**src/hdl/delqa_bus_pkg.sv**
```systemverilog
// delqa host bus package: data widths, window offsets, bus owners, csr bit map
package delqa_bus_pkg;

	// ************************************************************
	// bus geometry
	localparam int DATA_W   = 16;	// q-bus data word
	localparam int SEL_W    = 2;	// byte lanes
	localparam int BDL_HI_W = 6;	// upper part of 22-bit descriptor address

	// word offsets inside the host register window
	typedef enum logic [2:0] {
		OFS_BLK     = 3'd0,	// local only: block bit
		OFS_RBDL_LO = 3'd2,
		OFS_RBDL_HI = 3'd3,
		OFS_TBDL_LO = 3'd4,
		OFS_TBDL_HI = 3'd5,
		OFS_VAR     = 3'd6,	// vector address
		OFS_CSR     = 3'd7
	} reg_ofs_e;

	// who currently holds the host window
	typedef enum logic [1:0] {
		OWN_NONE = 2'd0,
		OWN_EXT  = 2'd1,
		OWN_LOC  = 2'd2
	} bus_owner_e;

	// ************************************************************
	// csr bit positions
	localparam int CSR_RI = 15;	// receive int request
	localparam int CSR_CA = 13;	// carrier, read only
	localparam int CSR_OK = 12;	// link ok from phy
	localparam int CSR_SE = 10;	// sanity timer enable, storage only
	localparam int CSR_EL = 9;	// external loopback
	localparam int CSR_IL = 8;	// internal loopback, active low
	localparam int CSR_XI = 7;	// transmit int request
	localparam int CSR_IE = 6;	// interrupt enable
	localparam int CSR_RL = 5;	// rx list invalid
	localparam int CSR_XL = 4;	// tx list invalid
	localparam int CSR_BD = 3;	// boot/diag
	localparam int CSR_NI = 2;	// nxm interrupt
	localparam int CSR_RE = 0;	// receiver enable

endpackage

```
**src/hdl/delqa_eth_pkg.sv**
```systemverilog
// delqa ethernet side package: control register widths, offsets and status bits
package delqa_eth_pkg;

	// ************************************************************
	// ethernet window, local bus only
	typedef enum logic [3:0] {
		ETH_MODE   = 4'd0,	// mode flags + rx status
		ETH_CNT    = 4'd1,	// tx count write, rx count read
		ETH_MDVAL  = 4'd2,	// mdio data
		ETH_MDCTRL = 4'd3,	// mdio control, status in high byte
		ETH_GPR    = 4'd4	// promisc, mcast, leds
	} eth_ofs_e;

	localparam int CNT_W    = 11;	// byte count, up to 2047
	localparam int MDCTRL_W = 7;	// {wr, start, reg[4:0]}
	localparam int MDSTAT_W = 8;
	localparam int STSE_W   = 8;
	localparam int MODE_W   = 10;

	// mdio control / status bits
	localparam int MD_START = 5;	// self clearing once phy goes busy
	localparam int MD_READY = 7;	// 1 - idle, 0 - busy
	localparam int MD_LINK  = 0;	// link up

	// rx/tx status bits
	localparam int STSE_RXRDY   = 6;
	localparam int STSE_CARRIER = 7;

endpackage

```
**src/hdl/qbus_arbiter.sv**
```systemverilog
// qbus_arbiter: grants the host window to one bus and times both acknowledges
module qbus_arbiter import delqa_bus_pkg::*; (
	input  logic lwb_clk_i,
	input  logic comb_res,
	// local side
	input  logic lwb_cyc_i,
	input  logic lrg_stb_i,
	input  logic lwb_we_i,
	output logic lwb_ack_o,
	output logic lrd_req_o,	// one clock read request
	output logic lwr_req_o,	// one clock write request
	// external side
	input  logic ewb_cyc_i,
	input  logic erg_stb_i,
	input  logic ewb_we_i,
	output logic ewb_ack_o,
	output logic erd_req_o,
	output logic ewr_req_o
);

	bus_owner_e owner;
	logic [1:0] lack, eack;	// ack delay lines
	logic       lcyc, ecyc;
	logic       lstb, estb;

	assign lcyc = lwb_cyc_i & lrg_stb_i;
	assign ecyc = ewb_cyc_i & erg_stb_i;

	// ************************************************************
	// ownership, external wins a tie
	always_ff @(posedge lwb_clk_i, posedge comb_res) begin
		if (comb_res) begin
			owner <= OWN_NONE;
		end else begin
			case (owner)
				OWN_EXT: if (!ecyc) owner <= OWN_NONE;
				OWN_LOC: if (!lcyc) owner <= OWN_NONE;
				default: begin
					if (ecyc)
						owner <= OWN_EXT;
					else if (lcyc)
						owner <= OWN_LOC;
				end
			endcase
		end
	end

	// two stage ack per bus, only runs while granted
	always_ff @(posedge lwb_clk_i, posedge comb_res) begin
		if (comb_res) begin
			lack <= '0;
			eack <= '0;
		end else begin
			lack <= (owner == OWN_LOC) ? {lwb_cyc_i & lack[0], lcyc} : 2'b00;
			eack <= (owner == OWN_EXT) ? {ewb_cyc_i & eack[0], ecyc} : 2'b00;
		end
	end

	assign lwb_ack_o = lcyc & lack[1];	// drops with cyc or stb
	assign ewb_ack_o = ecyc & eack[1];

	// requests only for the owner, only until ack
	assign lstb = lcyc & (owner == OWN_LOC) & ~lwb_ack_o;
	assign estb = ecyc & (owner == OWN_EXT) & ~ewb_ack_o;

	assign lrd_req_o = lstb & ~lwb_we_i;
	assign lwr_req_o = lstb & lwb_we_i;
	assign erd_req_o = estb & ~ewb_we_i;
	assign ewr_req_o = estb & ewb_we_i;

endmodule

```
**src/hdl/host_regs.sv**
```systemverilog
// host_regs: csr, var and descriptor list address registers shared by both buses
module host_regs import delqa_bus_pkg::*, delqa_eth_pkg::*; (
	input  logic                lwb_clk_i,
	input  logic                comb_res,
	input  logic                lrd_req_i,
	input  logic                lwr_req_i,
	input  logic                erd_req_i,
	input  logic                ewr_req_i,
	input  logic [2:0]          lwb_adr_i,
	input  logic [DATA_W-1:0]   lwb_dat_i,
	input  logic [SEL_W-1:0]    lwb_sel_i,
	input  logic [2:0]          ewb_adr_i,
	input  logic [DATA_W-1:0]   ewb_dat_i,
	input  logic [SEL_W-1:0]    ewb_sel_i,
	input  logic [STSE_W-1:0]   e_stse_i,	// carrier for ca
	input  logic [MDSTAT_W-1:0] e_mdstat_i,	// link for ok
	output logic [DATA_W-1:0]   lrd_dat_o,
	output logic [DATA_W-1:0]   ewb_dat_o,
	output logic                csr_ri_o,
	output logic                csr_xi_o,
	output logic                csr_ie_o,
	output logic [3:0]          mode_bits_o	// {il, el, re, bd}
);

	logic csr_ri, csr_se, csr_el, csr_il, csr_xi, csr_ie;
	logic csr_rl, csr_xl, csr_bd, csr_ni, csr_re;
	logic blk;	// local lock on external writes

	logic [DATA_W-1:1]   rbdl_lo, tbdl_lo;	// word aligned
	logic [BDL_HI_W-1:0] rbdl_hi, tbdl_hi;
	logic                var_ms, var_id;
	logic [7:0]          var_iv;	// vector bits 9:2

	logic [DATA_W-1:0] csr;
	logic [DATA_W-1:0] win [8];	// read view of the window
	reg_ofs_e          e_ofs, l_ofs;
	logic              e_wr_lo, e_wr_hi, l_wr_lo, l_wr_hi;
	logic              allow;

	assign e_ofs   = reg_ofs_e'(ewb_adr_i);
	assign l_ofs   = reg_ofs_e'(lwb_adr_i);
	assign e_wr_lo = ewr_req_i & ewb_sel_i[0];
	assign e_wr_hi = ewr_req_i & ewb_sel_i[1];
	assign l_wr_lo = lwr_req_i & lwb_sel_i[0];
	assign l_wr_hi = lwr_req_i & lwb_sel_i[1];
	assign allow   = ~blk;

	// ************************************************************
	// read side
	always_comb begin
		csr         = '0;	// sr, pe and spare bits read 0
		csr[CSR_RI] = csr_ri;
		csr[CSR_CA] = csr_il & e_stse_i[STSE_CARRIER];
		csr[CSR_OK] = e_mdstat_i[MD_LINK];
		csr[CSR_SE] = csr_se;
		csr[CSR_EL] = csr_el;
		csr[CSR_IL] = csr_il;
		csr[CSR_XI] = csr_xi;
		csr[CSR_IE] = csr_ie;
		csr[CSR_RL] = csr_rl;
		csr[CSR_XL] = csr_xl;
		csr[CSR_BD] = csr_bd;
		csr[CSR_NI] = csr_ni;
		csr[CSR_RE] = csr_re;

		win[OFS_BLK]     = {{(DATA_W-1){1'b0}}, blk};
		win[1]           = '0;	// hole
		win[OFS_RBDL_LO] = {rbdl_lo, 1'b0};
		win[OFS_RBDL_HI] = {{(DATA_W-BDL_HI_W){1'b0}}, rbdl_hi};
		win[OFS_TBDL_LO] = {tbdl_lo, 1'b0};
		win[OFS_TBDL_HI] = {{(DATA_W-BDL_HI_W){1'b0}}, tbdl_hi};
		win[OFS_VAR]     = {var_ms, 5'b0, var_iv, 1'b0, var_id};
		win[OFS_CSR]     = csr;
	end

	// data held through ack
	always_ff @(posedge lwb_clk_i) begin
		if (erd_req_i)
			ewb_dat_o <= win[ewb_adr_i];
		if (lrd_req_i)
			lrd_dat_o <= win[lwb_adr_i];
	end

	// ************************************************************
	// address and vector storage
	always_ff @(posedge lwb_clk_i) begin
		if (e_wr_lo && allow) begin
			case (e_ofs)
				OFS_RBDL_LO: rbdl_lo[7:1] <= ewb_dat_i[7:1];
				OFS_RBDL_HI: rbdl_hi      <= ewb_dat_i[BDL_HI_W-1:0];
				OFS_TBDL_LO: tbdl_lo[7:1] <= ewb_dat_i[7:1];
				OFS_TBDL_HI: tbdl_hi      <= ewb_dat_i[BDL_HI_W-1:0];
				default: ;
			endcase
		end
		if (e_wr_hi && allow) begin
			case (e_ofs)
				OFS_RBDL_LO: rbdl_lo[DATA_W-1:8] <= ewb_dat_i[DATA_W-1:8];
				OFS_TBDL_LO: tbdl_lo[DATA_W-1:8] <= ewb_dat_i[DATA_W-1:8];
				default: ;
			endcase
		end
		// var ignores the block bit
		if (e_wr_lo && e_ofs == OFS_VAR) begin
			var_iv[5:0] <= ewb_dat_i[7:2];
			var_id      <= ewb_dat_i[0];	// identity test
		end
		if (e_wr_hi && e_ofs == OFS_VAR) begin
			var_iv[7:6] <= ewb_dat_i[9:8];
			var_ms      <= ewb_dat_i[15];
		end
	end

	// ************************************************************
	// csr and block bit
	always_ff @(posedge lwb_clk_i, posedge comb_res) begin
		if (comb_res) begin
			{csr_ri, csr_se, csr_el, csr_il, csr_xi, csr_ie} <= '0;
			{csr_bd, csr_ni, csr_re, blk} <= '0;
			csr_rl <= 1'b1;	// lists start invalid
			csr_xl <= 1'b1;
		end else begin
			// external bus, guarded by blk
			if (e_wr_lo && allow && e_ofs == OFS_CSR) begin
				csr_ie <= ewb_dat_i[CSR_IE];
				csr_re <= ewb_dat_i[CSR_RE];
				csr_bd <= ewb_dat_i[CSR_BD];
				if (ewb_dat_i[CSR_XI]) begin	// write 1 to clear
					csr_xi <= 1'b0;
					csr_ni <= 1'b0;
				end
			end
			if (e_wr_hi && allow) begin
				case (e_ofs)
					OFS_RBDL_HI: csr_rl <= 1'b0;	// list now valid
					OFS_TBDL_HI: csr_xl <= 1'b0;
					OFS_CSR: begin
						csr_il <= ewb_dat_i[CSR_IL];
						csr_el <= ewb_dat_i[CSR_EL];
						csr_se <= ewb_dat_i[CSR_SE];
						if (ewb_dat_i[CSR_RI])
							csr_ri <= 1'b0;
					end
					default: ;
				endcase
			end
			// local bus sets status directly
			if (l_wr_lo) begin
				case (l_ofs)
					OFS_BLK: blk <= lwb_dat_i[0];
					OFS_CSR: begin
						csr_ni <= lwb_dat_i[CSR_NI];
						csr_xl <= lwb_dat_i[CSR_XL];
						csr_rl <= lwb_dat_i[CSR_RL];
						csr_xi <= lwb_dat_i[CSR_XI];
					end
					default: ;
				endcase
			end
			if (l_wr_hi && l_ofs == OFS_CSR)
				csr_ri <= lwb_dat_i[CSR_RI];
		end
	end

	assign csr_ri_o    = csr_ri;
	assign csr_xi_o    = csr_xi;
	assign csr_ie_o    = csr_ie;
	assign mode_bits_o = {csr_il, csr_el, csr_re, csr_bd};

endmodule

```
**src/hdl/eth_regs.sv**
```systemverilog
// eth_regs: local-only ethernet control bank with mode decode, mdio and leds
module eth_regs import delqa_bus_pkg::*, delqa_eth_pkg::*; (
	input  logic                lwb_clk_i,
	input  logic                comb_res,
	input  logic                lwb_cyc_i,
	input  logic                let_stb_i,
	input  logic                lwb_we_i,
	input  logic [3:0]          lwb_adr_i,
	input  logic [DATA_W-1:0]   lwb_dat_i,
	input  logic [SEL_W-1:0]    lwb_sel_i,
	input  logic [3:0]          mode_bits_i,	// {il, el, re, bd} from csr
	input  logic [STSE_W-1:0]   e_stse_i,
	input  logic [CNT_W-1:0]    e_rxcntb_i,
	input  logic [DATA_W-1:0]   e_mdval_i,
	input  logic [MDSTAT_W-1:0] e_mdstat_i,
	output logic                let_ack_o,
	output logic [DATA_W-1:0]   etdat_o,
	output logic [MODE_W-1:0]   e_mode_o,
	output logic [CNT_W-1:0]    e_txcntb_o,
	output logic [DATA_W-1:0]   e_mdval_o,
	output logic [MDCTRL_W-1:0] e_mdctrl_o,
	output logic [2:0]          dev_ind_o
);

	logic       rxdon, txrdy, skipb, stpac;	// mode flags
	logic       promis, mcast;
	logic [1:0] etack;
	logic       il, el, re, bd;
	logic       intmode, intextmode, extmode, rxmode;
	logic       estb, erd, ewr;
	eth_ofs_e   ofs;

	assign {il, el, re, bd} = mode_bits_i;
	assign ofs = eth_ofs_e'(lwb_adr_i);

	// ************************************************************
	// own ack, two edges, no arbitration
	always_ff @(posedge lwb_clk_i, posedge comb_res) begin
		if (comb_res)
			etack <= '0;
		else
			etack <= {lwb_cyc_i & etack[0], lwb_cyc_i & let_stb_i};
	end

	assign let_ack_o = lwb_cyc_i & let_stb_i & etack[1];
	assign estb = lwb_cyc_i & let_stb_i & ~let_ack_o;
	assign erd  = estb & ~lwb_we_i;
	assign ewr  = estb & lwb_we_i;

	// loopback / rx mode decode
	assign intmode    = ~il & ~el & ~re;
	assign intextmode = ~il & el & ~re & ~bd;
	assign extmode    = il & el & ~re;
	assign rxmode     = re;

	assign e_mode_o = {promis, mcast, rxdon, txrdy, skipb, stpac,
		extmode, intextmode, intmode, rxmode};

	// ************************************************************
	// reads
	always_ff @(posedge lwb_clk_i) begin
		if (erd) begin
			case (ofs)
				ETH_MODE:   etdat_o <= {1'b0, e_stse_i[6:0], e_mode_o[7:0]};
				ETH_CNT:    etdat_o <= {{(DATA_W-CNT_W){1'b0}}, e_rxcntb_i};
				ETH_MDVAL:  etdat_o <= e_mdval_i;
				ETH_MDCTRL: etdat_o <= {e_mdstat_i, 1'b0, e_mdctrl_o};
				ETH_GPR:    etdat_o <= {9'b0, promis, mcast, 2'b0, dev_ind_o};
				default:    etdat_o <= '0;
			endcase
		end
	end

	// writes and self clearing bits
	always_ff @(posedge lwb_clk_i, posedge comb_res) begin
		if (comb_res) begin
			{rxdon, txrdy, skipb, stpac, promis, mcast} <= '0;
			e_txcntb_o <= '0;
			e_mdval_o  <= '0;
			e_mdctrl_o <= '0;
			dev_ind_o  <= '0;
		end else if (ewr) begin
			if (lwb_sel_i[0]) begin
				case (ofs)
					ETH_MODE:   {rxdon, txrdy, skipb, stpac} <= lwb_dat_i[7:4];
					ETH_CNT:    e_txcntb_o[7:0] <= lwb_dat_i[7:0];
					ETH_MDVAL:  e_mdval_o[7:0]  <= lwb_dat_i[7:0];
					ETH_MDCTRL: e_mdctrl_o      <= lwb_dat_i[MDCTRL_W-1:0];
					ETH_GPR: begin
						promis    <= lwb_dat_i[6];
						mcast     <= lwb_dat_i[5];
						dev_ind_o <= lwb_dat_i[2:0];	// leds
					end
					default: ;
				endcase
			end
			if (lwb_sel_i[1]) begin
				case (ofs)
					ETH_CNT:   e_txcntb_o[CNT_W-1:8] <= lwb_dat_i[CNT_W-1:8];
					ETH_MDVAL: e_mdval_o[DATA_W-1:8] <= lwb_dat_i[DATA_W-1:8];
					default: ;
				endcase
			end
		end else begin
			if (!e_stse_i[STSE_RXRDY])	// rx buffer released
				rxdon <= 1'b0;
			if (!e_mdstat_i[MD_READY])	// mdio picked up the start
				e_mdctrl_o[MD_START] <= 1'b0;
		end
	end

endmodule

```
**src/hdl/int_ctrl.sv**
```systemverilog
// int_ctrl: edge detect on rx/tx requests and the q-bus irq latch
module int_ctrl (
	input  logic lwb_clk_i,
	input  logic comb_res,
	input  logic ri_i,
	input  logic xi_i,
	input  logic ie_i,
	input  logic iack_i,	// vector taken
	output logic irq_o
);

	logic req, req_d;

	assign req = ri_i | xi_i;

	always_ff @(posedge lwb_clk_i, posedge comb_res) begin
		if (comb_res) begin
			req_d <= 1'b0;
			irq_o <= 1'b0;
		end else begin
			req_d <= req;
			if (iack_i || !ie_i)	// served or masked
				irq_o <= 1'b0;
			else if (req && !req_d)	// new request only
				irq_o <= 1'b1;
		end
	end

endmodule

```
**src/hdl/delqa_regs.sv**
```systemverilog
// delqa_regs: delqa register file top, arbiter, host and ethernet banks, interrupt
module delqa_regs import delqa_bus_pkg::*, delqa_eth_pkg::*; (
	input  logic                lwb_clk_i,
	input  logic                comb_res,
	// local processor bus
	input  logic [3:0]          lwb_adr_i,
	input  logic [DATA_W-1:0]   lwb_dat_i,
	output logic [DATA_W-1:0]   lwb_dat_o,
	input  logic                lwb_cyc_i,
	input  logic                lwb_we_i,
	input  logic [SEL_W-1:0]    lwb_sel_i,
	input  logic                lrg_stb_i,	// host window
	input  logic                let_stb_i,	// ethernet window
	output logic                lwb_ack_o,
	// external host bus
	input  logic [2:0]          ewb_adr_i,
	input  logic [DATA_W-1:0]   ewb_dat_i,
	output logic [DATA_W-1:0]   ewb_dat_o,
	input  logic                ewb_cyc_i,
	input  logic                ewb_we_i,
	input  logic [SEL_W-1:0]    ewb_sel_i,
	input  logic                erg_stb_i,
	output logic                ewb_ack_o,
	input  logic                iack_i,
	output logic                irq_o,
	// ethernet core
	output logic [MODE_W-1:0]   e_mode_o,
	input  logic [STSE_W-1:0]   e_stse_i,
	output logic [CNT_W-1:0]    e_txcntb_o,
	input  logic [CNT_W-1:0]    e_rxcntb_i,
	output logic [DATA_W-1:0]   e_mdval_o,
	input  logic [DATA_W-1:0]   e_mdval_i,
	output logic [MDCTRL_W-1:0] e_mdctrl_o,
	input  logic [MDSTAT_W-1:0] e_mdstat_i,
	output logic [2:0]          dev_ind_o
);

	logic              lrg_ack, let_ack;
	logic              lrd_req, lwr_req, erd_req, ewr_req;
	logic [DATA_W-1:0] lrd_dat, etdat;
	logic              csr_ri, csr_xi, csr_ie;
	logic [3:0]        mode_bits;

	// ************************************************************
	// front end
	qbus_arbiter u_arb (
		.lwb_clk_i (lwb_clk_i),
		.comb_res  (comb_res),
		.lwb_cyc_i (lwb_cyc_i),
		.lrg_stb_i (lrg_stb_i),
		.lwb_we_i  (lwb_we_i),
		.lwb_ack_o (lrg_ack),
		.lrd_req_o (lrd_req),
		.lwr_req_o (lwr_req),
		.ewb_cyc_i (ewb_cyc_i),
		.erg_stb_i (erg_stb_i),
		.ewb_we_i  (ewb_we_i),
		.ewb_ack_o (ewb_ack_o),
		.erd_req_o (erd_req),
		.ewr_req_o (ewr_req)
	);

	// register stage
	host_regs u_host (
		.lwb_clk_i   (lwb_clk_i),
		.comb_res    (comb_res),
		.lrd_req_i   (lrd_req),
		.lwr_req_i   (lwr_req),
		.erd_req_i   (erd_req),
		.ewr_req_i   (ewr_req),
		.lwb_adr_i   (lwb_adr_i[2:0]),
		.lwb_dat_i   (lwb_dat_i),
		.lwb_sel_i   (lwb_sel_i),
		.ewb_adr_i   (ewb_adr_i),
		.ewb_dat_i   (ewb_dat_i),
		.ewb_sel_i   (ewb_sel_i),
		.e_stse_i    (e_stse_i),
		.e_mdstat_i  (e_mdstat_i),
		.lrd_dat_o   (lrd_dat),
		.ewb_dat_o   (ewb_dat_o),
		.csr_ri_o    (csr_ri),
		.csr_xi_o    (csr_xi),
		.csr_ie_o    (csr_ie),
		.mode_bits_o (mode_bits)
	);

	// ethernet bank beside the register stage
	eth_regs u_eth (
		.lwb_clk_i   (lwb_clk_i),
		.comb_res    (comb_res),
		.lwb_cyc_i   (lwb_cyc_i),
		.let_stb_i   (let_stb_i),
		.lwb_we_i    (lwb_we_i),
		.lwb_adr_i   (lwb_adr_i),
		.lwb_dat_i   (lwb_dat_i),
		.lwb_sel_i   (lwb_sel_i),
		.mode_bits_i (mode_bits),
		.e_stse_i    (e_stse_i),
		.e_rxcntb_i  (e_rxcntb_i),
		.e_mdval_i   (e_mdval_i),
		.e_mdstat_i  (e_mdstat_i),
		.let_ack_o   (let_ack),
		.etdat_o     (etdat),
		.e_mode_o    (e_mode_o),
		.e_txcntb_o  (e_txcntb_o),
		.e_mdval_o   (e_mdval_o),
		.e_mdctrl_o  (e_mdctrl_o),
		.dev_ind_o   (dev_ind_o)
	);

	// interrupt stage
	int_ctrl u_int (
		.lwb_clk_i (lwb_clk_i),
		.comb_res  (comb_res),
		.ri_i      (csr_ri),
		.xi_i      (csr_xi),
		.ie_i      (csr_ie),
		.iack_i    (iack_i),
		.irq_o     (irq_o)
	);

	// local read mux, host window has priority
	assign lwb_dat_o = lrg_stb_i ? lrd_dat : etdat;
	assign lwb_ack_o = lrg_ack | let_ack;

endmodule

```
**config.mk**
```make
export PLATFORM = sky130hd
export DESIGN_NAME = delqa_regs
export DESIGN_NICKNAME = d
export VERILOG_FILES = /design/src/hdl/delqa_bus_pkg.sv /design/src/hdl/delqa_eth_pkg.sv /design/src/hdl/qbus_arbiter.sv /design/src/hdl/host_regs.sv /design/src/hdl/eth_regs.sv /design/src/hdl/int_ctrl.sv /design/src/hdl/delqa_regs.sv
export SDC_FILE = /design/constraint.sdc
export NUM_CORES = 1
export LEC_CHECK = 0
export BUFFER_PORTS_ARGS = -buffer_cell sky130_fd_sc_hd__buf_2
export CORE_ASPECT_RATIO = 0.6
export CORE_MARGIN = 4
export CORE_UTILIZATION = 49
export CTS_CLUSTER_SIZE = 10
export DETAILED_ROUTE_END_ITERATION = 10
export PLACE_DENSITY = 0.76
export RECOVER_POWER = 50
export SYNTH_ARGS = -nofsm -noshare
export SYNTH_HDL_FRONTEND = slang
export SYNTH_HIERARCHICAL = 1
export SYNTH_SLANG_ARGS = --single-unit
export TNS_END_PERCENT = 100
```
**constraint.sdc**
```tcl
create_clock -name lwb_clk_i -period 2.3 [get_ports lwb_clk_i]
set_input_delay 0.345 -clock lwb_clk_i [delete_from_list [all_inputs] [get_ports lwb_clk_i]]
set_output_delay 0.345 -clock lwb_clk_i [all_outputs]
set_load 0.05 [all_outputs]
```
* Word level (Yosys, flattened, before mapping)
Cells that the tools add are included.
Cells by class: magnitude comparators 2, equal/unequal tests 20, multiplexer cells 45, bitwise gates (word level) 46, reduce and logical (&&, ||, !) cells 36
Operator list (count):
- 16-bit binary-select mux with 3-bit select | 2
- 16-bit 2-to-1 mux | 5
- 16-bit case mux with 5 select lines | 1
- 3-bit AND reduction | 11
- 1-bit bitwise AND | 32
- 1-bit 2-to-1 mux | 28
- 2-bit AND reduction | 8
- 3-bit == test, second input constant | 5
- 2-bit 2-to-1 mux | 6
- 6-bit 2-to-1 mux | 2
- 2-bit != test, second input constant | 5
- 1-bit NOT | 10
- 4-bit by 2-bit == test with 1-bit output, second input constant | 2
- 4-bit >= comparator, second input constant | 2
- 3-bit NOT with 4-bit output | 2
- 2-bit nonzero test | 4
- 1-bit logical AND | 7
- 3-bit by 2-bit == test with 1-bit output, second input constant | 2
- 4-bit by 1-bit == test with 1-bit output, second input constant | 1
- 4-bit by 3-bit == test with 1-bit output, second input constant | 1
- 4-bit zero test | 1
- 2-bit by 1-bit != test with 1-bit output, second input constant | 2
- 2-bit case mux with 2 select lines | 1
- 4-bit nonzero test | 1
- other kinds (6) | 8
Storage, ports and cells: register bits after elaboration 165

* Depth between registers and ports, before layout
Gate-level depths: netlist of run 1.
depth in word-level cells 11, gate-level depth with buffers 7, depth with buffers taken out 7

* Modules after synthesis
The synthesis of run 1 kept the hierarchy.
Modules (own cells, without submodules):
- host_regs | instances 1, cells each 282, area each 4277.9 um2
- eth_regs | instances 1, cells each 195, area each 2886.5 um2
- qbus_arbiter | instances 1, cells each 32, area each 332.8 um2
- delqa_regs | instances 1, cells each 19, area each 255.2 um2
- int_ctrl | instances 1, cells each 7, area each 86.3 um2

* Worst setup path before layout of run 1
Ideal clock, no wire load.
kind flip-flop to flip-flop, start register u_arb.owner[1], end register u_host/tbdl_lo[10] (netlist name) (enable), data arrival time 1990 ps, setup slack -73 ps, stages on the path, launching flop included 7, cell sequence dfrtp_1 > inv_1 > ha_1 > nand3_1 > nor3b_1 > nand4b_1 > nor3_1
Between the ends: cells in the longest elaborated chain, start to end 7
Ends and longest elaborated chain:
- from (decl) | RTL line qbus_arbiter.sv:21 | bus_owner_e owner;
- from (signal assigned) | RTL line qbus_arbiter.sv:33 | owner <= OWN_NONE;
- from (signal assigned) | RTL line qbus_arbiter.sv:36 | OWN_EXT: if (!ecyc) owner <= OWN_NONE;
- from (signal assigned) | RTL line qbus_arbiter.sv:37 | OWN_LOC: if (!lcyc) owner <= OWN_NONE;
- 2-bit by 1-bit == test with 1-bit output | RTL line qbus_arbiter.sv:64 | assign estb = ecyc & (owner == OWN_EXT) & ~ewb_ack_o;
- 1-bit bitwise AND (2 in a row) | RTL line qbus_arbiter.sv:64
- 1-bit bitwise AND | RTL line qbus_arbiter.sv:69 | assign ewr_req_o = estb & ewb_we_i;
- via ewr_req | RTL line delqa_regs.sv:39 | logic lrd_req, lwr_req, erd_req, ewr_req;
- 1-bit bitwise AND | RTL line host_regs.sv:43 | assign e_wr_hi = ewr_req_i & ewb_sel_i[1];
- 1-bit logical AND | RTL line host_regs.sv:96 | if (e_wr_hi && allow) begin
- 2-bit AND reduction (no source line)
- to (signal, indexed assignment) | RTL line host_regs.sv:99 | OFS_TBDL_LO: tbdl_lo[DATA_W-1:8] <= ewb_dat_i[DATA_W-1:8];
- to (decl) | RTL line host_regs.sv:29 | logic [DATA_W-1:1] rbdl_lo, tbdl_lo;
The timed path passes the listed nets, and every way through them passes these cells. A chain may end at the register's enable or synchronous reset.

* Worst setup path in the final report of run 1
start input port lwb_adr_i[0], end register u_host.lrd_dat_o[3] (data pin)
Between the ends: cells in the longest elaborated chain, start to end 4
Ends and longest elaborated chain:
- from (decl) | RTL line delqa_regs.sv:6 | input logic [3:0] lwb_adr_i,
- 3-bit NOT with 4-bit output (not written as such) | RTL line host_regs.sv:81 | lrd_dat_o <= win[lwb_adr_i];
- 16-bit binary-select mux with 3-bit select | RTL line host_regs.sv:81
- 16-bit 2-to-1 mux (not written as such) (2 in a row) | RTL line host_regs.sv:81
- to (signal assigned) | RTL line host_regs.sv:81
- to (decl) | RTL line host_regs.sv:17 | output logic [DATA_W-1:0] lrd_dat_o,
Every way passes these cells. The select of a mux whose other input is x is not followed.

==> results.json, run 1 <==
{
  "place_congestion": 0.902,
  "dieArea_um2": 18200,
  "grt_util_met3": 0.0699,
  "syn_to_final_growth_pct": 19.9,
  "path_class": "primary input to register",
  "finalNetCount": 818,
  "cts_setup_buffers": 0,
  "cts_buffers": 17,
  "drt_wl_total_um": 21700,
  "cp-start-kind": "primary input",
  "htreeDepth": 4,
  "cts_buffer_depth": 2,
  "synth_fa_ha_area_frac": 0.00479,
  "synth_seq_cells": 165,
  "reg2reg_from": "u_arb/owner[1]$_DFFE_PP0P_",
  "worstPathMaxFanout": 15,
  "portBuffers": 177,
  "grt_util_all_layers": 0.242,
  "synth_compound_area_frac": 0.0856,
  "grt_pass1_wl_um": 33200,
  "antenna_left": 0,
  "first_pass_iters": 5,
  "r2r_setup_slack_ps": 120,
  "start_util": 0.506,
  "layout_common_cells": "buf_2 (100), edfxtp_1 (100), clkbuf_1 (83)",
  "seq_area_frac_synth": 0.591,
  "synth_fp_nets": 634,
  "clk_pin_slew_ps": 70,
  "drc_errors": 0,
  "muxShareOfSynthArea": 0.186,
  "antenna_found_initial": 0,
  "clkSinkCount": 165,
  "period_share": 0.967,
  "avgSynthCellArea_um2": 14.7,
  "end_kind": "register",
  "grt.met2_usage": 0.361,
  "yosysWarningCount": 6,
  "die_w_um": 171,
  "num_rows": 35,
  "first_global_vias": 5869,
  "reg2reg_depth": 7,
  "hold-path-endpoint": "u_int/irq_o$_DFFE_PP0P_",
  "fp.dieH_um": 106,
  "relSlewSlack": 0.126,
  "fmax_mhz": 449,
  "drive_gt1_frac": 0.370,
  "synth_cells": 535,
  "grt_start_max_net_pins": 46,
  "fin_tns_setup_ps": 0,
  "synth_top_family_by_area": "multiplexers",
  "clk_latency_ps": 420,
  "synth_area_um2": 7840,
  "hold_path_depth": 2,
  "hpwl_um": 16300,
  "synth_ff_type": "edfxtp_1",
  "timing.rr.end": "u_host/rbdl_hi[0]$_DFFE_PP_",
  "antenna-diode-count": 0,
  "leakage_nw": 3.95,
  "synthArstFlopShare": 0.394,
  "drtIter0Drc": 600,
  "grt_overflow": 0,
  "cp_data_required_time_ps": 2470,
  "grtUsageMet1": 0.352,
  "p_per_area_nw_per_um2": 780,
  "drv_cap": 0,
  "core_um2": 15500,
  "ir_drop_mv": 0.480,
  "synth-edff-count": 100,
  "holdCritPathClass": "primary input to register",
  "busiest_layer": "met2",
  "min_period_ps": 2230,
  "ios": 178,
  "dp.cells": 902,
  "worst_slew_pin_slew_ps": 1310,
  "outcome": "finished, final reports clean",
  "finalNonFillerCells": 935,
  "setup_viol": 0,
  "slew_violations": 0,
  "ys_types": 58,
  "synth_xor_area_frac": 0,
  "cp.arrival_ps": 2390,
  "cts_root_buf": "clkbuf_16",
  "viasPerCell": 6.04,
  "power_mw": 7.33,
  "fin_worst_skew_ps": 8.20,
  "tritoncts": "built",
  "min_from": "iack_i",
  "yosys.area_share.simple": 0.0884,
  "wl_per_cell_um": 23.3,
  "finalHoldViolCount": 0,
  "vias": 5643
}
## sequential cells by signal (all words and copies together) (netlist names), 2 cells and up
signal / flops
u_host/var_iv: 8
u_arb/owner: 2
u_eth/etdat_o: 16
u_host/lrd_dat_o: 16
u_host/tbdl_hi: 6
u_eth/e_mdctrl_o: 7
u_eth/dev_ind_o: 3
u_host/rbdl_lo: 15
u_host/ewb_dat_o: 16
u_eth/e_txcntb_o: 11
u_arb/lack: 2
u_arb/eack: 2
u_host/rbdl_hi: 6
u_eth/etack: 2
u_eth/e_mdval_o: 16
u_host/tbdl_lo: 15
## critical path: stages
cell and delay (ps):
clkbuf_1 930, clkbuf_2 410, mux4_2 530, nand2_1 90, o21ai_1 80
## metal layers
metal  up-vias  share of wire
met1      2851           0.43
met3        30           0.11
met5         -              0
met2       337           0.45
met4         0          0.011
li1       2425              -
## repair_timing
| item | 4_1_cts | 5_1_grt |
|---|---|---|
| hold endpoints to repair | 18 | 0 |
| setup endpoints to repair | 0 | 6 |
| resized for setup | 0 | 3 |
| hold buffers | 1 | 0 |
## worst max-delay path by stage
stage,slack (ps),start,depth (start not counted),to
2_1_floorplan,-10,u_arb/owner[1]$_DFFE_PP0P_,4,u_host/ewb_dat_o[0]$_DFFE_PP_
3_3_place_gp,240,u_arb/owner[1]$_DFFE_PP0P_,7,u_host/rbdl_hi[5]$_DFFE_PP_
3_5_place_dp,180,u_arb/owner[1]$_DFFE_PP0P_,8,u_host/csr_ie_o$_DFFE_PP0N_
4_1_cts,130,u_arb/owner[1]$_DFFE_PP0P_,7,u_host/rbdl_hi[0]$_DFFE_PP_
5_1_grt,-9,u_arb/owner[1]$_DFFE_PP0P_,8,u_host/tbdl_lo[3]$_DFFE_PP_
6_report,70,lwb_adr_i[0],5,u_host/lrd_dat_o[3]$_DFFE_PP_
## cells by family after synthesis
kind of cell    count (synthesis)
fa+ha+maj                       3
flops                         165
mux                           113
compound gates                 87
simple gates                  114
buf+inv                        53
## stage by stage
step           setup WS [ps]  hold WS (ps)   util  instance area (µm²)
2_1_floorplan          -13.8          86.2      -                 7850
4_1_cts                  133          87.0  0.614                 9520
5_1_grt                -8.97          89.9  0.606                 9400
3_5_place_dp             176           259  0.576                 8920
3_3_place_gp             242           260  0.576                 8920
6_report                75.0           108  0.606                 9400
## power by group
part	internal, mW	switching (mW)
registers	3.28	0.0913
clock network	1.55	1.27
logic	0.374	0.761
## final cells by class
cell class	instances	area (µm²)
flip-flops and latches	165	4630
well taps	203	254
clock inverters	12	109
clock buffers	20	478
repair buffers	205	987
inverters	13	48.8
multi-input cells	317	2890
fillers	1252	6110
## Yosys cell counts, types with 7 or more instances
| master | number | area [µm²] |
|---|---|---|
| edfxtp_1 | 100 | 3000 |
| mux2_2 | 64 | 721 |
| dfrtp_1 | 63 | 1580 |
| a22o_1 | 29 | 254 |
| nor2_1 | 22 | 82.6 |
| nand2_1 | 21 | 78.8 |
| mux2i_1 | 20 | 200 |
| buf_4 | 17 | 128 |
| mux4_2 | 14 | 315 |
| buf_2 | 13 | 65.1 |
| a22oi_1 | 12 | 90.1 |
| inv_1 | 12 | 45.0 |
| mux2_4 | 11 | 165 |
| o21ai_0 | 11 | 55.1 |
| and2_1 | 10 | 62.6 |
| nor3_1 | 9 | 45.0 |
| nor2b_1 | 8 | 50.1 |
| o2bb2ai_1 | 8 | 70.1 |
| o21ai_1 | 7 | 35.0 |
Power figures use the tool's default switching activity.
==> run 2, diff against run 1 <==
CORE_UTILIZATION = 54   (was 49)
PLACE_DENSITY = 0.8   (was 0.76)
clock period = 2.53 ns   (was 2.3 ns; I/O delays follow)
==> run 2 against run 1 <==
Compared with the run above:
- final cell count decreased by 1.7%
- non-clock buffer count shrank 5
- the run now ends with capacitance limit, slew limit left
- largest power group unchanged
- global-route usage is 1.5 points higher
- utilization grew 6.5 points
- worst hold slack better by 22 ps
- highest routed layer unchanged
==> results.json, run 2 (synthesized netlist as in run 1, its figures left out) <==
{
  "fp.dieH_um": 101,
  "rsz0062_at_grt": "no",
  "end_kind": "register",
  "p_int_mw": 4.80,
  "hpwl_um": 15700,
  "dp_slack_ps": 276,
  "num_rows": 33,
  "violations": "capacitance limit, slew limit",
  "cts_setup_buffers": 0,
  "clk_latency_ps": 420,
  "finalHoldViolCount": 0,
  "fillers": 1028,
  "cp_data_required_time_ps": 2830,
  "grt_pass1_wl_um": 31900,
  "portBuffers": 177,
  "hold_path_depth": 2,
  "layout_setup_ws_ps": 216,
  "grt_start_max_net_pins": 46,
  "path_cells": "inv_1, ha_1, nand3_1, nor3b_1, buf_4, nand4b_1, nor2_1, mux2_2",
  "worst_slew_pin_slew_ps": 1510,
  "grt_overflow": 0,
  "setup_viol": 0,
  "holdCritPathClass": "primary input to register",
  "clk_pin_slew_ps": 60,
  "outcome": "finished with violations",
  "viasPerCell": 6.08,
  "combPwrFrac": 0.151,
  "switching_share": 0.279,
  "vias": 5586,
  "worstPathMaxFanout": 5,
  "wl_per_cell_um": 23.0,
  "leakage_nw": 3.93,
  "ios": 178,
  "postLayoutCoreUtil": 0.671,
  "power_mw": 6.65,
  "slew_violations": 29,
  "first_pass_iters": 5,
  "critical_path.max_stage_delay_ps": 400,
  "multi_input_area_um2": 2860,
  "p_per_area_nw_per_um2": 712,
  "antenna_left": 0,
  "start_util": 0.563,
  "place_congestion": 0.906,
  "htreeDepth": 4,
  "seq_area_um2": 4630,
  "period_share": 0.914,
  "drv_cap": 1,
  "final_common_cell": "edfxtp_1",
  "drtIter0Drc": 498,
  "drc_errors": 0,
  "min_period_ps": 2310,
  "relSlewSlack": -0.00942,
  "cts_root_buf": "clkbuf_16",
  "fmax_mhz": 432,
  "finalNetCount": 813,
  "first_global_vias": 5700,
  "cp-start-kind": "register",
  "cp.arrival_ps": 2610,
  "syn_to_final_growth_pct": 19.2,
  "power.switching_mw": 1.85,
  "cts-hold-fix-buffers": 1,
  "path_class": "register to register",
  "clkSinkCount": 165,
  "grt_util_all_layers": 0.257,
  "ir_drop_mv": 0.486,
  "cts_buffers": 17,
  "antenna-diode-count": 0,
  "dp.cells": 886,
  "core_um2": 13900,
  "dieArea_um2": 16600,
  "ctsResizeCount": 0,
  "fin_tns_setup_ps": 0,
  "drt_wl_total_um": 21100,
  "die_w_um": 164,
  "drive_gt1_frac": 0.360,
  "reg2reg_depth": 8,
  "antenna_found_initial": 0,
  "fin_worst_skew_ps": 8.72,
  "tritoncts": "built",
  "cts_buffer_depth": 2,
  "finalNonFillerCells": 919,
  "seq_power_share": 0.463,
  "critPathSlowestCell": "dfrtp_1",
  "layout_common_cells": "edfxtp_1 (100), buf_2 (99), clkbuf_1 (80)",
  "clkPwrFrac": 0.387
}
## run 2: critical path: cells and delay by family, from the launching register on
kind / cells / cell delay (ps)
adders and majority gates: 1 / 180
muxes: 1 / 380
and+or+nand+nor: 4 / 920
buffers and inverters: 2 / 290
DFF: 1 / 400
## run 2: per-layer routing
metal	share of wire	vias up	track usage	wire, µm
li1	-	2416	-	-
met1	0.42	2820	0.372	8970
met2	0.46	331	0.399	9660
met3	0.11	19	0.0671	2280
met4	0.0091	0	0.0586	191
met5	0	-	0	0
## run 2: stage by stage
| step | hold slack (ps) | instance area (µm²) |
|---|---|---|
| after floorplan | 121 | 7840 |
| after global placement | 290 | 8850 |
| after detailed placement | 291 | 8850 |
| after CTS | 107 | 9460 |
| after global routing | 105 | 9340 |
| final | 129 | 9340 |
## run 2: cell type report
| cell class | count | share of cell area |
|---|---|---|
| repair buffers | 200 | 0.103 |
| clock buffers | 22 | 0.0554 |
| clock inverters | 10 | 0.00897 |
| multi-input cells | 317 | 0.306 |
| inverters | 13 | 0.00522 |
| well taps | 192 | 0.0257 |
| flip-flops and latches | 165 | 0.496 |
## run 2: worst paths after layout
kind / start / end / slack, ps
max: u_arb/owner[1]$_DFFE_PP0P_ / u_host/csr_il$_DFFE_PP0P_ / 220
min: iack_i / u_int/irq_o$_DFFE_PP0P_ / 130
max reg2reg: u_arb/owner[1]$_DFFE_PP0P_ / u_host/csr_il$_DFFE_PP0P_ / 220
min reg2reg: u_eth/etack[0]$_DFF_PP0_ / u_eth/etack[1]$_DFF_PP0_ / 470
max in group asynchronous: comb_res / u_eth/e_txcntb_o[0]$_DFFE_PP0P_ / 1080
min in group asynchronous: comb_res / u_int/irq_o$_DFFE_PP0P_ / 460
## run 2: power by group through the flow
stage / Clock (mW) / Sequential [mW] / Combinational, mW
CTS: 2.61 / 3.07 / 1.03
floorplan: 0 / 3.28 / 0.557
global route: 2.73 / 3.09 / 1.06
finish: 2.57 / 3.08 / 1.00
global placement: 0 / 3.12 / 0.989
detailed placement: 0 / 3.13 / 1.02
